$ cat src/include/hsi_macros.svh
`ifndef HSI_MACROS_SVH
`define HSI_MACROS_SVH

// ====================
// bit timing
// ====================
`define HSI_BIT_DIV 8
`define HSI_OVS 4
`define HSI_RX_DIV (`HSI_BIT_DIV / `HSI_OVS)

// ====================
// frame layout
// ====================
`define HSI_DATA_BITS 8
`define HSI_FRAME_BITS (`HSI_DATA_BITS + 3)

// ====================
// supervisor limits
// ====================
`define HSI_REPLY_TIMEOUT 24
`define HSI_MAX_RETRIES 2

`endif

$ cat src/hsi_pkg.sv
`default_nettype none

package hsi_pkg;

	// receive error flags reported at frame end.
	typedef struct packed {
		logic parity_err;
		logic stop_err;
		logic start_err;
	} rx_err_t;

	// line pair selector.
	typedef enum logic {
		LINE_1 = 1'b0,
		LINE_2 = 1'b1
	} line_t;

endpackage

`default_nettype wire

$ cat src/hsi_clk_en_gen.sv
`default_nettype none

`include "hsi_macros.svh"

module hsi_clk_en_gen (
	input wire clk,
	input wire n_rst,
	output logic tx_clk_en,
	output logic rx_clk_en
);

	localparam int cnt_w = $clog2(`HSI_BIT_DIV);
	localparam int rx_div = `HSI_RX_DIV;

	logic [cnt_w-1:0] div_cnt;

	always_ff @(posedge clk or negedge n_rst)
	begin
		if (!n_rst)
			div_cnt <= '0;
		else
			div_cnt <= div_cnt + 1'b1; // wraps at bit period.
	end

	// both enables share one counter, so samples stay in phase.
	assign tx_clk_en = (div_cnt == cnt_w'(`HSI_BIT_DIV - 1));
	assign rx_clk_en = ((div_cnt % rx_div) == (rx_div - 1));

endmodule

`default_nettype wire

$ cat src/hsi_tx_ctrl.sv
`default_nettype none

`include "hsi_macros.svh"

module hsi_tx_ctrl (
	input wire clk,
	input wire n_rst,
	input wire tx_clk_en,
	input wire cmd_start,
	input wire [`HSI_DATA_BITS-1:0] cmd_d,
	output logic tx_bit,
	output logic tx_busy,
	output logic tx_done
);

	localparam int frame_bits = `HSI_FRAME_BITS;
	localparam int cnt_w = $clog2(frame_bits + 1);
	localparam logic [cnt_w-1:0] last_cnt = cnt_w'(frame_bits);

	logic [frame_bits-1:0] frame_sr;
	logic [cnt_w-1:0] bit_cnt;
	logic accept;
	logic shift_en;

	assign accept = cmd_start && !tx_busy; // strobes while busy are dropped.
	assign shift_en = tx_busy && tx_clk_en;

	// ====================
	// frame shift register
	// ====================
	always_ff @(posedge clk)
	begin
		if (accept)
			frame_sr <= {1'b1, ~^cmd_d, cmd_d, 1'b0}; // stop, odd parity, data, start.
		else if (shift_en)
			frame_sr <= {1'b1, frame_sr[frame_bits-1:1]};
	end

	// ====================
	// control
	// ====================
	always_ff @(posedge clk or negedge n_rst)
	begin
		if (!n_rst)
		begin
			tx_busy <= 1'b0;
			tx_done <= 1'b0;
			tx_bit <= 1'b1;
			bit_cnt <= '0;
		end
		else
		begin
			tx_done <= 1'b0;
			if (accept)
			begin
				tx_busy <= 1'b1;
				bit_cnt <= '0;
			end
			else if (shift_en)
			begin
				if (bit_cnt == last_cnt)
				begin
					// stop bit has run its full period.
					tx_busy <= 1'b0;
					tx_done <= 1'b1;
					tx_bit <= 1'b1;
				end
				else
				begin
					tx_bit <= frame_sr[0];
					bit_cnt <= bit_cnt + 1'b1;
				end
			end
		end
	end

endmodule

`default_nettype wire

$ cat src/hsi_rx_ctrl.sv
`default_nettype none

`include "hsi_macros.svh"

module hsi_rx_ctrl
	import hsi_pkg::*;
(
	input wire clk,
	input wire n_rst,
	input wire rx_clk_en,
	input wire line_t active_line,
	input wire dat1,
	input wire dat2,
	output logic [`HSI_DATA_BITS-1:0] q,
	output logic q_rdy,
	output rx_err_t rx_errs,
	output logic rx_frame_end,
	output logic rx_start_bit
);

	localparam int ovs_w = $clog2(`HSI_OVS);
	localparam int idx_w = $clog2(`HSI_FRAME_BITS);
	localparam logic [ovs_w-1:0] half_bit = ovs_w'(`HSI_OVS / 2 - 1);
	localparam logic [ovs_w-1:0] full_bit = ovs_w'(`HSI_OVS - 1);
	localparam logic [idx_w-1:0] last_idx = idx_w'(`HSI_FRAME_BITS - 1);
	localparam logic [idx_w-1:0] data_idx = idx_w'(`HSI_DATA_BITS);

	logic [1:0] sync_r;
	logic smp;
	logic last_s;
	logic busy;
	logic [ovs_w-1:0] ovs_cnt;
	logic [idx_w-1:0] bit_idx;
	logic [`HSI_DATA_BITS-1:0] data_sr;
	logic par_acc;
	logic start_bad;
	logic take;

	always_ff @(posedge clk or negedge n_rst)
	begin
		if (!n_rst)
			sync_r <= '1;
		else
			sync_r <= {sync_r[0], (active_line == LINE_1) ? dat1 : dat2};
	end

	assign smp = sync_r[1];
	assign take = rx_clk_en && busy && (ovs_cnt == '0); // mid-bit sample.

	// ====================
	// frame control
	// ====================
	always_ff @(posedge clk or negedge n_rst)
	begin
		if (!n_rst)
		begin
			last_s <= 1'b1;
			busy <= 1'b0;
			ovs_cnt <= '0;
			bit_idx <= '0;
			q_rdy <= 1'b0;
			rx_frame_end <= 1'b0;
			rx_start_bit <= 1'b0;
			rx_errs <= '0;
		end
		else
		begin
			q_rdy <= 1'b0;
			rx_frame_end <= 1'b0;
			rx_start_bit <= 1'b0;
			if (rx_clk_en)
			begin
				last_s <= smp;
				if (!busy)
				begin
					if (last_s && !smp)
					begin
						busy <= 1'b1;
						ovs_cnt <= half_bit;
						bit_idx <= '0;
						rx_start_bit <= 1'b1;
					end
				end
				else if (ovs_cnt != '0)
					ovs_cnt <= ovs_cnt - 1'b1;
				else
				begin
					ovs_cnt <= full_bit;
					bit_idx <= bit_idx + 1'b1;
					if (bit_idx == last_idx)
					begin
						busy <= 1'b0;
						q_rdy <= 1'b1;
						rx_frame_end <= 1'b1;
						rx_errs.parity_err <= ~par_acc;
						rx_errs.stop_err <= ~smp;
						rx_errs.start_err <= start_bad;
					end
				end
			end
		end
	end

	// ====================
	// data path
	// ====================
	always_ff @(posedge clk)
	begin
		if (take)
		begin
			if (bit_idx == '0)
			begin
				start_bad <= smp; // start bit gone high.
				par_acc <= 1'b0;
			end
			else if (bit_idx == last_idx)
				q <= data_sr;
			else
			begin
				par_acc <= par_acc ^ smp; // data and parity bits.
				if (bit_idx <= data_idx)
					data_sr <= {smp, data_sr[`HSI_DATA_BITS-1:1]};
			end
		end
	end

endmodule

`default_nettype wire

$ cat src/hsi_emergency_ctrl.sv
`default_nettype none

`include "hsi_macros.svh"

module hsi_emergency_ctrl
	import hsi_pkg::*;
(
	input wire clk,
	input wire n_rst,
	input wire tx_clk_en,
	input wire tx_done,
	input wire rx_start_bit,
	input wire rx_frame_end,
	input wire rx_err_t rx_errs,
	output logic repeat_req,
	output logic switch_line
);

	localparam int tmr_w = $clog2(`HSI_REPLY_TIMEOUT + 1);
	localparam int rty_w = $clog2(`HSI_MAX_RETRIES + 1);

	logic waiting;
	logic [tmr_w-1:0] timer;
	logic [rty_w-1:0] retry_cnt;
	logic timed_out;
	logic reply_bad;
	logic reply_good;
	logic fail;

	assign timed_out = waiting && tx_clk_en && (timer == tmr_w'(`HSI_REPLY_TIMEOUT - 1));
	assign reply_bad = rx_frame_end && (|rx_errs);
	assign reply_good = rx_frame_end && !(|rx_errs);
	assign fail = timed_out || reply_bad;

	// ====================
	// reply window
	// ====================
	always_ff @(posedge clk or negedge n_rst)
	begin
		if (!n_rst)
		begin
			waiting <= 1'b0;
			timer <= '0;
		end
		else if (tx_done)
		begin
			waiting <= 1'b1;
			timer <= '0;
		end
		else if (rx_start_bit || timed_out)
			waiting <= 1'b0;
		else if (waiting && tx_clk_en)
			timer <= timer + 1'b1; // counts bit periods.
	end

	// ====================
	// retry accounting
	// ====================
	always_ff @(posedge clk or negedge n_rst)
	begin
		if (!n_rst)
		begin
			repeat_req <= 1'b0;
			switch_line <= 1'b0;
			retry_cnt <= '0;
		end
		else
		begin
			repeat_req <= fail;
			switch_line <= 1'b0;
			if (fail)
			begin
				if (retry_cnt == rty_w'(`HSI_MAX_RETRIES - 1))
				begin
					switch_line <= 1'b1; // give up on this pair.
					retry_cnt <= '0;
				end
				else
					retry_cnt <= retry_cnt + 1'b1;
			end
			else if (reply_good)
				retry_cnt <= '0;
		end
	end

endmodule

`default_nettype wire

$ cat src/hsi_line_select.sv
`default_nettype none

module hsi_line_select
	import hsi_pkg::*;
(
	input wire clk,
	input wire n_rst,
	input wire base_com,
	input wire switch_line,
	input wire tx_bit,
	output logic com1,
	output logic com2,
	output line_t active_line
);

	logic flip;

	always_ff @(posedge clk or negedge n_rst)
	begin
		if (!n_rst)
			flip <= 1'b0;
		else if (switch_line)
			flip <= ~flip;
	end

	assign active_line = line_t'(base_com ^ flip);

	// inactive line idles high.
	assign com1 = (active_line == LINE_1) ? tx_bit : 1'b1;
	assign com2 = (active_line == LINE_2) ? tx_bit : 1'b1;

endmodule

`default_nettype wire

$ cat src/hsi_master.sv
`default_nettype none

`include "hsi_macros.svh"

module hsi_master
	import hsi_pkg::*;
(
	input wire clk,
	input wire n_rst,
	input wire cmd_start,
	input wire [`HSI_DATA_BITS-1:0] cmd_d,
	input wire base_com,
	input wire dat1,
	input wire dat2,
	output logic tx_busy,
	output logic com1,
	output logic com2,
	output logic [`HSI_DATA_BITS-1:0] q,
	output logic q_rdy,
	output rx_err_t rx_errs,
	output logic rx_frame_end,
	output logic repeat_req,
	output line_t active_line
);

	logic tx_clk_en;
	logic rx_clk_en;
	logic tx_bit;
	logic tx_done;
	logic rx_start_bit;
	logic switch_line;

	hsi_clk_en_gen u_clk_en_gen (
		.clk(clk),
		.n_rst(n_rst),
		.tx_clk_en(tx_clk_en),
		.rx_clk_en(rx_clk_en)
	);

	hsi_tx_ctrl u_tx_ctrl (
		.clk(clk),
		.n_rst(n_rst),
		.tx_clk_en(tx_clk_en),
		.cmd_start(cmd_start),
		.cmd_d(cmd_d),
		.tx_bit(tx_bit),
		.tx_busy(tx_busy),
		.tx_done(tx_done)
	);

	hsi_rx_ctrl u_rx_ctrl (
		.clk(clk),
		.n_rst(n_rst),
		.rx_clk_en(rx_clk_en),
		.active_line(active_line),
		.dat1(dat1),
		.dat2(dat2),
		.q(q),
		.q_rdy(q_rdy),
		.rx_errs(rx_errs),
		.rx_frame_end(rx_frame_end),
		.rx_start_bit(rx_start_bit)
	);

	hsi_emergency_ctrl u_emergency_ctrl (
		.clk(clk),
		.n_rst(n_rst),
		.tx_clk_en(tx_clk_en),
		.tx_done(tx_done),
		.rx_start_bit(rx_start_bit),
		.rx_frame_end(rx_frame_end),
		.rx_errs(rx_errs),
		.repeat_req(repeat_req),
		.switch_line(switch_line)
	);

	hsi_line_select u_line_select (
		.clk(clk),
		.n_rst(n_rst),
		.base_com(base_com),
		.switch_line(switch_line),
		.tx_bit(tx_bit),
		.com1(com1),
		.com2(com2),
		.active_line(active_line)
	);

endmodule

`default_nettype wire

$ cat config.mk
export PLATFORM = sky130hd
export DESIGN_NAME = hsi_master
export DESIGN_NICKNAME = d
export VERILOG_FILES = /design/src/hsi_pkg.sv /design/src/hsi_clk_en_gen.sv /design/src/hsi_tx_ctrl.sv /design/src/hsi_rx_ctrl.sv /design/src/hsi_emergency_ctrl.sv /design/src/hsi_line_select.sv /design/src/hsi_master.sv
export VERILOG_INCLUDE_DIRS = /design/src /design/src/include
export SDC_FILE = /design/constraint.sdc
export NUM_CORES = 1
export LEC_CHECK = 0
export BUFFER_PORTS_ARGS = -buffer_cell sky130_fd_sc_hd__buf_2
export CAP_MARGIN = 5
export CORE_UTILIZATION = 52
export DETAILED_ROUTE_END_ITERATION = 10
export PLACE_DENSITY_LB_ADDON = 0.1
export SETUP_SLACK_MARGIN = 0.4
export SYNTH_ARGS = -nofsm -noshare
export SYNTH_HDL_FRONTEND = slang
export SYNTH_HIERARCHICAL = 1
export SYNTH_SLANG_ARGS = --single-unit
$ cat constraint.sdc
create_clock -name clk -period 1.8 [get_ports clk]
set_input_delay 0.36 -clock clk [delete_from_list [all_inputs] [get_ports clk]]
set_output_delay 0.36 -clock clk [all_outputs]
set_load 0.05 [all_outputs]
==> reports/results.ini, run 1 <==
[outcome]
status=completed

[routing]
routed_wl_mm=6.14
first_pass_iters=5
drt_iter0_drc=155
wl_per_cell_um=17.3
antenna_left=0
remaining_drc_errors=0
num_vias=1941
vias_per_cell=5.48

[worst_setup_path]
cp.required_ns=1.44
end_kind=output port
rr_startpoint=u_clk_en_gen/div_cnt[0]
crit_start=u_line_select/flip
cp-start-kind=flop
crit_fanout=4
rr_worst_depth=5
arrival_ns=1.34
worstSetupPathType=reg2out

[worst_hold_path]
hold_class=in2reg
hp-start=dat2
hold_path_depth=2

[logic_synthesis]
ys_async_sr_fraction=0.563
synth_common_cells=dfrtp_1 (32), edfxtp_1 (27), inv_1 (14)
synth_edf_count=27
seq_area_frac_synth=0.638
synth.most_common_cell=dfrtp_1
synth_area_um2=2720
netlist_instances=206
avgSynthCellArea_um2=13.2
yosys.area.top_type=edfxtp_1
netlist_top_cells_area=edfxtp_1 (30%), dfrtp_1 (29%), dfstp_2 (3.9%)
syn-num-nets=228
yosysWarnings=6
synth_cell_type_count=47
yosysTopAreaCellShare=0.298
synthFlopType=dfrtp_1
ys_seq_elements=64

[global_route]
grt_max_degree=37
gr-total-overflow=0
grt_first_pass_wirelength_mm=9.17
grt_pass1_vias=1881
grt_use_total=0.234
antenna_found_initial=0

[final_layout]
final_cell_area_um2=3750
antennaDiodeCount=0
post_route_cells_drive_above_1_share=0.474
area_growth_pct=37.8
nets=304

[power]
p_leak_nw=1.57
power_mw=4.22
power_density_nw_per_um2=1130
ir_worst_vdd_mv=0.907

[sta]
slew_viol_final=0
relSlewSlack=0.767
period_share=0.943
fin_tns_setup_ns=0
finalSetupViolCount=0
fmaxAchievable_mhz=589
tightest_slew_ns=0.350
hold_violations=0
holdWs_ns=0.264
rsz0062_at_grt=true
fin_worst_skew_ns=0.00934
finalCriticalPeriod_ns=1.70

[clock_network]
cts_sinks=64
cts_tree=done
htreeDepth=3
clk_latency_ns=0.34
clock_path_buffers=2
cts_buffers=9
cts.clk_slew.worst_paths_ns=0.07
clockRootBuffer=clkbuf_8

[placement]
placedInstanceArea_um2=3060
port_buffers=31
dp_hpwl_mm=3.28
routabilityCongestion=0.785

[floorplanning]
initial_core_util=0.557
die_y_um=74.3
die_w_um=74.3
die_area_um2=5520
row_count=25
boundaryPins=32
core_um2=4880

[job]
drv_cap=0

[cells by family (layout without fill, tap and decap cells)]
logic type	Yosys count	count (layout)	synth area share
multiplexers	7	7	0.0285
XOR/XNOR	14	14	0.0451
adder cells (fa/ha/maj)	8	8	0.0368
flip-flops	64	64	0.638
AND/OR/NAND/NOR	50	53	0.112
AO/OA/AOI/OAI	42	42	0.103
buffers and inverters	21	99	0.0359
[flip-flops by register name (all words and copies together), names as in the netlist, 2 cells and up]
name / cells
u_tx_ctrl/frame_sr: 10
u_rx_ctrl/data_sr: 8
u_rx_ctrl/q: 8
u_emergency_ctrl/timer: 5
u_rx_ctrl/bit_idx: 4
u_tx_ctrl/bit_cnt: 4
u_clk_en_gen/div_cnt: 3
u_rx_ctrl/rx_errs: 3
u_emergency_ctrl/retry_cnt: 2
u_rx_ctrl/ovs_cnt: 2
u_rx_ctrl/sync_r: 2
[placed cells by master (no fill, tap or decap), drive strengths merged, types with 5 or more instances in the layout]
cell type / netlist / routed
ha: 8 / 8
clkbuf: 1 / 10
nand2: 7 / 7
nand3: 7 / 7
nor2: 9 / 9
edfxtp: 27 / 27
nand3b: 5 / 6
a21oi: 8 / 8
o21ai: 11 / 11
xnor2: 9 / 9
dfrtp: 32 / 32
a22o: 9 / 9
inv: 14 / 15
xor2: 5 / 5
buf: 6 / 67
[worst max-delay path: stages (launching register included)]
cell and delay, ns:
dfrtp_2 0.45, xor2_4 0.17, or2_4 0.24, buf_6 0.15
[what timing repair did]
| item | 4_1_cts | 5_1_grt |
|---|---|---|
| gates cloned | 3 | 1 |
| resized for setup | 34 | 25 |
| hold endpoints to repair | 32 | 0 |
| setup buffers | 20 | 11 |
| endpoints found under the setup margin | 42 | 55 |
| pin swaps | 11 | 10 |
| hold buffers | 1 | 0 |
[final timing paths]
kind / end / slack [ns]
hold / removal: u_rx_ctrl/sync_r[0] / 0.26
hold reg to reg: u_rx_ctrl/sync_r[1] / 0.36
setup reg to reg: u_emergency_ctrl/timer[3] / 0.19
setup / recovery: com1 / 0.10
max in group asynchronous: u_tx_ctrl/tx_bit / 1.03
min in group asynchronous: u_emergency_ctrl/timer[4] / 0.51
[per-layer routing]
metal | part of all wire | global-route usage
met1 | 0.41 | 0.299
met4 | 0.011 | 0.128
met2 | 0.54 | 0.367
met3 | 0.040 | 0.0637
met5 | 0 | 0
[final cells by class]
class                           instances  area [um2]
Inverter                               14        52.6
Sequential cell                        64        1740
Clock buffer                            9         124
Fill cell                             300        1130
Clock inverter                          7        71.3
Multi-Input combinational cell        124        1140
Tap cell                               67        83.8
Timing Repair Buffer                   69         533
[metrics by stage]
step / worst slack [ns] / cells / utilization
after global placement: 0.195 / 302 / 0.627
after floorplan: 0.231 / 206 / -
after CTS: 0.0986 / 342 / 0.729
final: 0.103 / 354 / 0.768
after detailed placement: 0.133 / 302 / 0.627
after global routing: 0.0639 / 354 / 0.768
[power by group]
| group | total (mW) | internal (mW) | switching [mW] |
|---|---|---|---|
| Sequential | 1.91 | 1.72 | 0.194 |
| Combinational | 1.10 | 0.539 | 0.562 |
| Clock | 1.21 | 0.638 | 0.567 |
| Total | 4.22 | 2.90 | 1.32 |
No activity file was read; power rests on OpenSTA's default activity.
==> inputs of run 2 (changes only) <==
Settings changed: CTS_CLUSTER_SIZE set to 40, GPL_TIMING_DRIVEN set to 0.
==> run 2 against run 1 <==
Sequential power about the same. Critical path depth unchanged. Count of clock-buffer cells in the layout unchanged. Worst setup slack improved by 0.010 ns. Total power decreased by 4.7%. Clock skew about the same. Clock power decreased by 11%. Largest cell class unchanged. Largest power group unchanged.
==> reports/results.ini, run 2 (synthesis results as in run 1) <==
[outcome]
status=completed

[placement]
port_buffers=31  ; unchanged
dp_hpwl_mm=3.06  ; -7.0%
placedInstanceArea_um2=3070  ; +0.25%
routabilityCongestion=0.737  ; -6.1%
place_inst=304  ; +0.66%

[global_route]
antenna_found_initial=0  ; unchanged
grt_use_total=0.213  ; -0.0211
gr-total-overflow=0  ; unchanged
grt_first_pass_wirelength_mm=8.40  ; -8.4%
grt_pass1_vias=1782  ; -5.3%
grt_max_degree=37  ; unchanged

[worst_setup_path]
crit_start=u_line_select/flip
end_kind=output port
crit_fanout=3  ; -1
r2r-end=u_emergency_ctrl/timer[0]
crit_family=flip-flops
worstSetupPathType=reg2out
cp.required_ns=1.44  ; about the same
rrSetupSlack_ns=0.14  ; -0.05 ns
rr_startpoint=u_clk_en_gen/div_cnt[0]
crit_path_cell_trace=xor2_4 -> or2_4 -> buf_6
crit_buf_inv=1  ; unchanged
arrival_ns=1.33  ; about the same
cp_num_cells=3  ; unchanged
slowest_delay_ns=0.44  ; about the same
endpoint=com1
cp-start-kind=flop
slowest_stage=dfrtp_2
rr_worst_depth=6  ; +1

[routing]
highest_layer=met4
remaining_drc_errors=0  ; unchanged
first_pass_iters=4  ; -1
num_vias=1870  ; -3.7%
routed_wl_mm=5.62  ; -8.4%
wl_met1_mm=2.56  ; +1.1%
wl_met3_um=217  ; -12%
vias_per_cell=5.31  ; -3.1%
met2_length_mm=2.73  ; -17%
antenna_left=0  ; unchanged
wl_per_cell_um=16.0  ; -7.9%
drt_iter0_drc=88  ; -43%

[floorplanning]
boundaryPins=32  ; unchanged
core_um2=4880  ; unchanged
die_y_um=74.3  ; unchanged
die_area_um2=5520  ; unchanged
initial_core_util=0.557  ; unchanged
row_count=25  ; unchanged
die_w_um=74.3  ; unchanged

[clock_network]
cts_hold_buf=0  ; -1
cts_tree=done
clock_path_buffers=2  ; unchanged
cts_buffers=9  ; unchanged
clk_latency_ns=0.34  ; about the same
clockRootBuffer=clkbuf_8
htreeDepth=3  ; unchanged
cts.clk_slew.worst_paths_ns=0.07  ; about the same
cts_sinks=64  ; unchanged

[final_layout]
final_core_util=0.764  ; -0.00410
layout_commonest_cell=dfrtp_1
antennaDiodeCount=0  ; unchanged
final_cells=352  ; -0.56%
layout_common_cells=dfrtp_1 (28), buf_2 (27), edfxtp_1 (27)
top_regs=u_tx_ctrl/frame_sr x10, u_rx_ctrl/data_sr x8, u_rx_ctrl/q x8
regMostFlops=u_tx_ctrl/frame_sr
final_cell_area_um2=3730  ; -0.53%
fill_cells=321  ; +7.0%
area_growth_pct=37.0
post_route_cells_drive_above_1_share=0.481  ; +0.00683
nets=302  ; -0.66%
largest_register_ffs=10  ; unchanged

[sta]
fin_tns_setup_ns=0  ; unchanged
hold_violations=0  ; unchanged
fmaxAchievable_mhz=593  ; +0.60%
finalCriticalPeriod_ns=1.69  ; -0.0101 ns
tightest_slew_ns=0.802  ; +0.453 ns
rsz0062_at_grt=true
relSlewSlack=0.465  ; -0.302
slew_viol_final=0  ; unchanged
finalSetupViolCount=0  ; unchanged
period_share=0.937  ; -0.00564
fin_worst_skew_ns=0.00903  ; -0.000312 ns

[worst_hold_path]
hold_class=in2async

[job]
drv_cap=0  ; unchanged

[power]
ir_worst_vdd_mv=0.714  ; -21%
p_leak_nw=1.56  ; -0.80%
power_density_nw_per_um2=1080  ; -4.2%
power_mw=4.02  ; -4.7%

==> run 2: area by class of cell <==
class / count / area, um2 / area share
tap: 67 / 83.8 / 0.0225
inverter: 14 / 52.6 / 0.0141
clock inverter: 7 / 47.5 / 0.0128
multi-input combinational: 121 / 1110 / 0.298
buffer: 7 / 68.8 / 0.0185
clock buffer: 9 / 124 / 0.0332
sequential: 64 / 1740 / 0.467
timing repair buffer: 63 / 498 / 0.134
==> run 2: per-stage QoR <==
| step | worst slack, ns | hold slack [ns] |
|---|---|---|
| after CTS | 0.107 | 0.124 |
| final | 0.113 | 0.105 |
| after global placement | 0.0399 | 0.346 |
| after detailed placement | 0.0362 | 0.347 |
| after floorplan | 0.231 | 0.0644 |
| after global routing | 0.0599 | 0.161 |
==> run 2: what timing repair did <==
item	CTS	global route
pin swaps	22	16
gates resized for setup	35	31
setup buffers	22	9
cloned	1	0
endpoints found under the setup margin	48	51
==> run 2: power breakdown <==
part           leakage [nW]  switching, mW  internal [mW]
combinational         0.788          0.533          0.503
clock                0.0753          0.584          0.495
sequential            0.698          0.188           1.72
total                  1.56           1.31           2.72
==> run 2: worst reg2reg max path, stage by stage, from the launching register on <==
cell      delay (ns)
dfrtp_1         0.43
ha_4            0.17
ha_4            0.16
nand3b_1        0.17
buf_4           0.20
or3_4           0.32
a21oi_2         0.14
==> run 2: routing by layer <==
metal  global-route usage  vias to the layer above
met2                0.318                       45
li1                     -                      892
met4               0.0943                        0
met1                0.290                      923
met5                    0                        -
met3               0.0650                       10
==> run 2: how the worst min path moves through the flow <==
stage / endpoint / start / slack (ns)
final: u_emergency_ctrl/timer[4] / n_rst / 0.11
after global routing: u_emergency_ctrl/timer[4] / n_rst / 0.16
after floorplan: u_clk_en_gen/div_cnt[0] / n_rst / 0.06
after detailed placement: u_rx_ctrl/sync_r[1] / u_rx_ctrl/sync_r[0] / 0.35
after CTS: u_emergency_ctrl/timer[4] / n_rst / 0.12
after global placement: u_rx_ctrl/sync_r[1] / u_rx_ctrl/sync_r[0] / 0.35
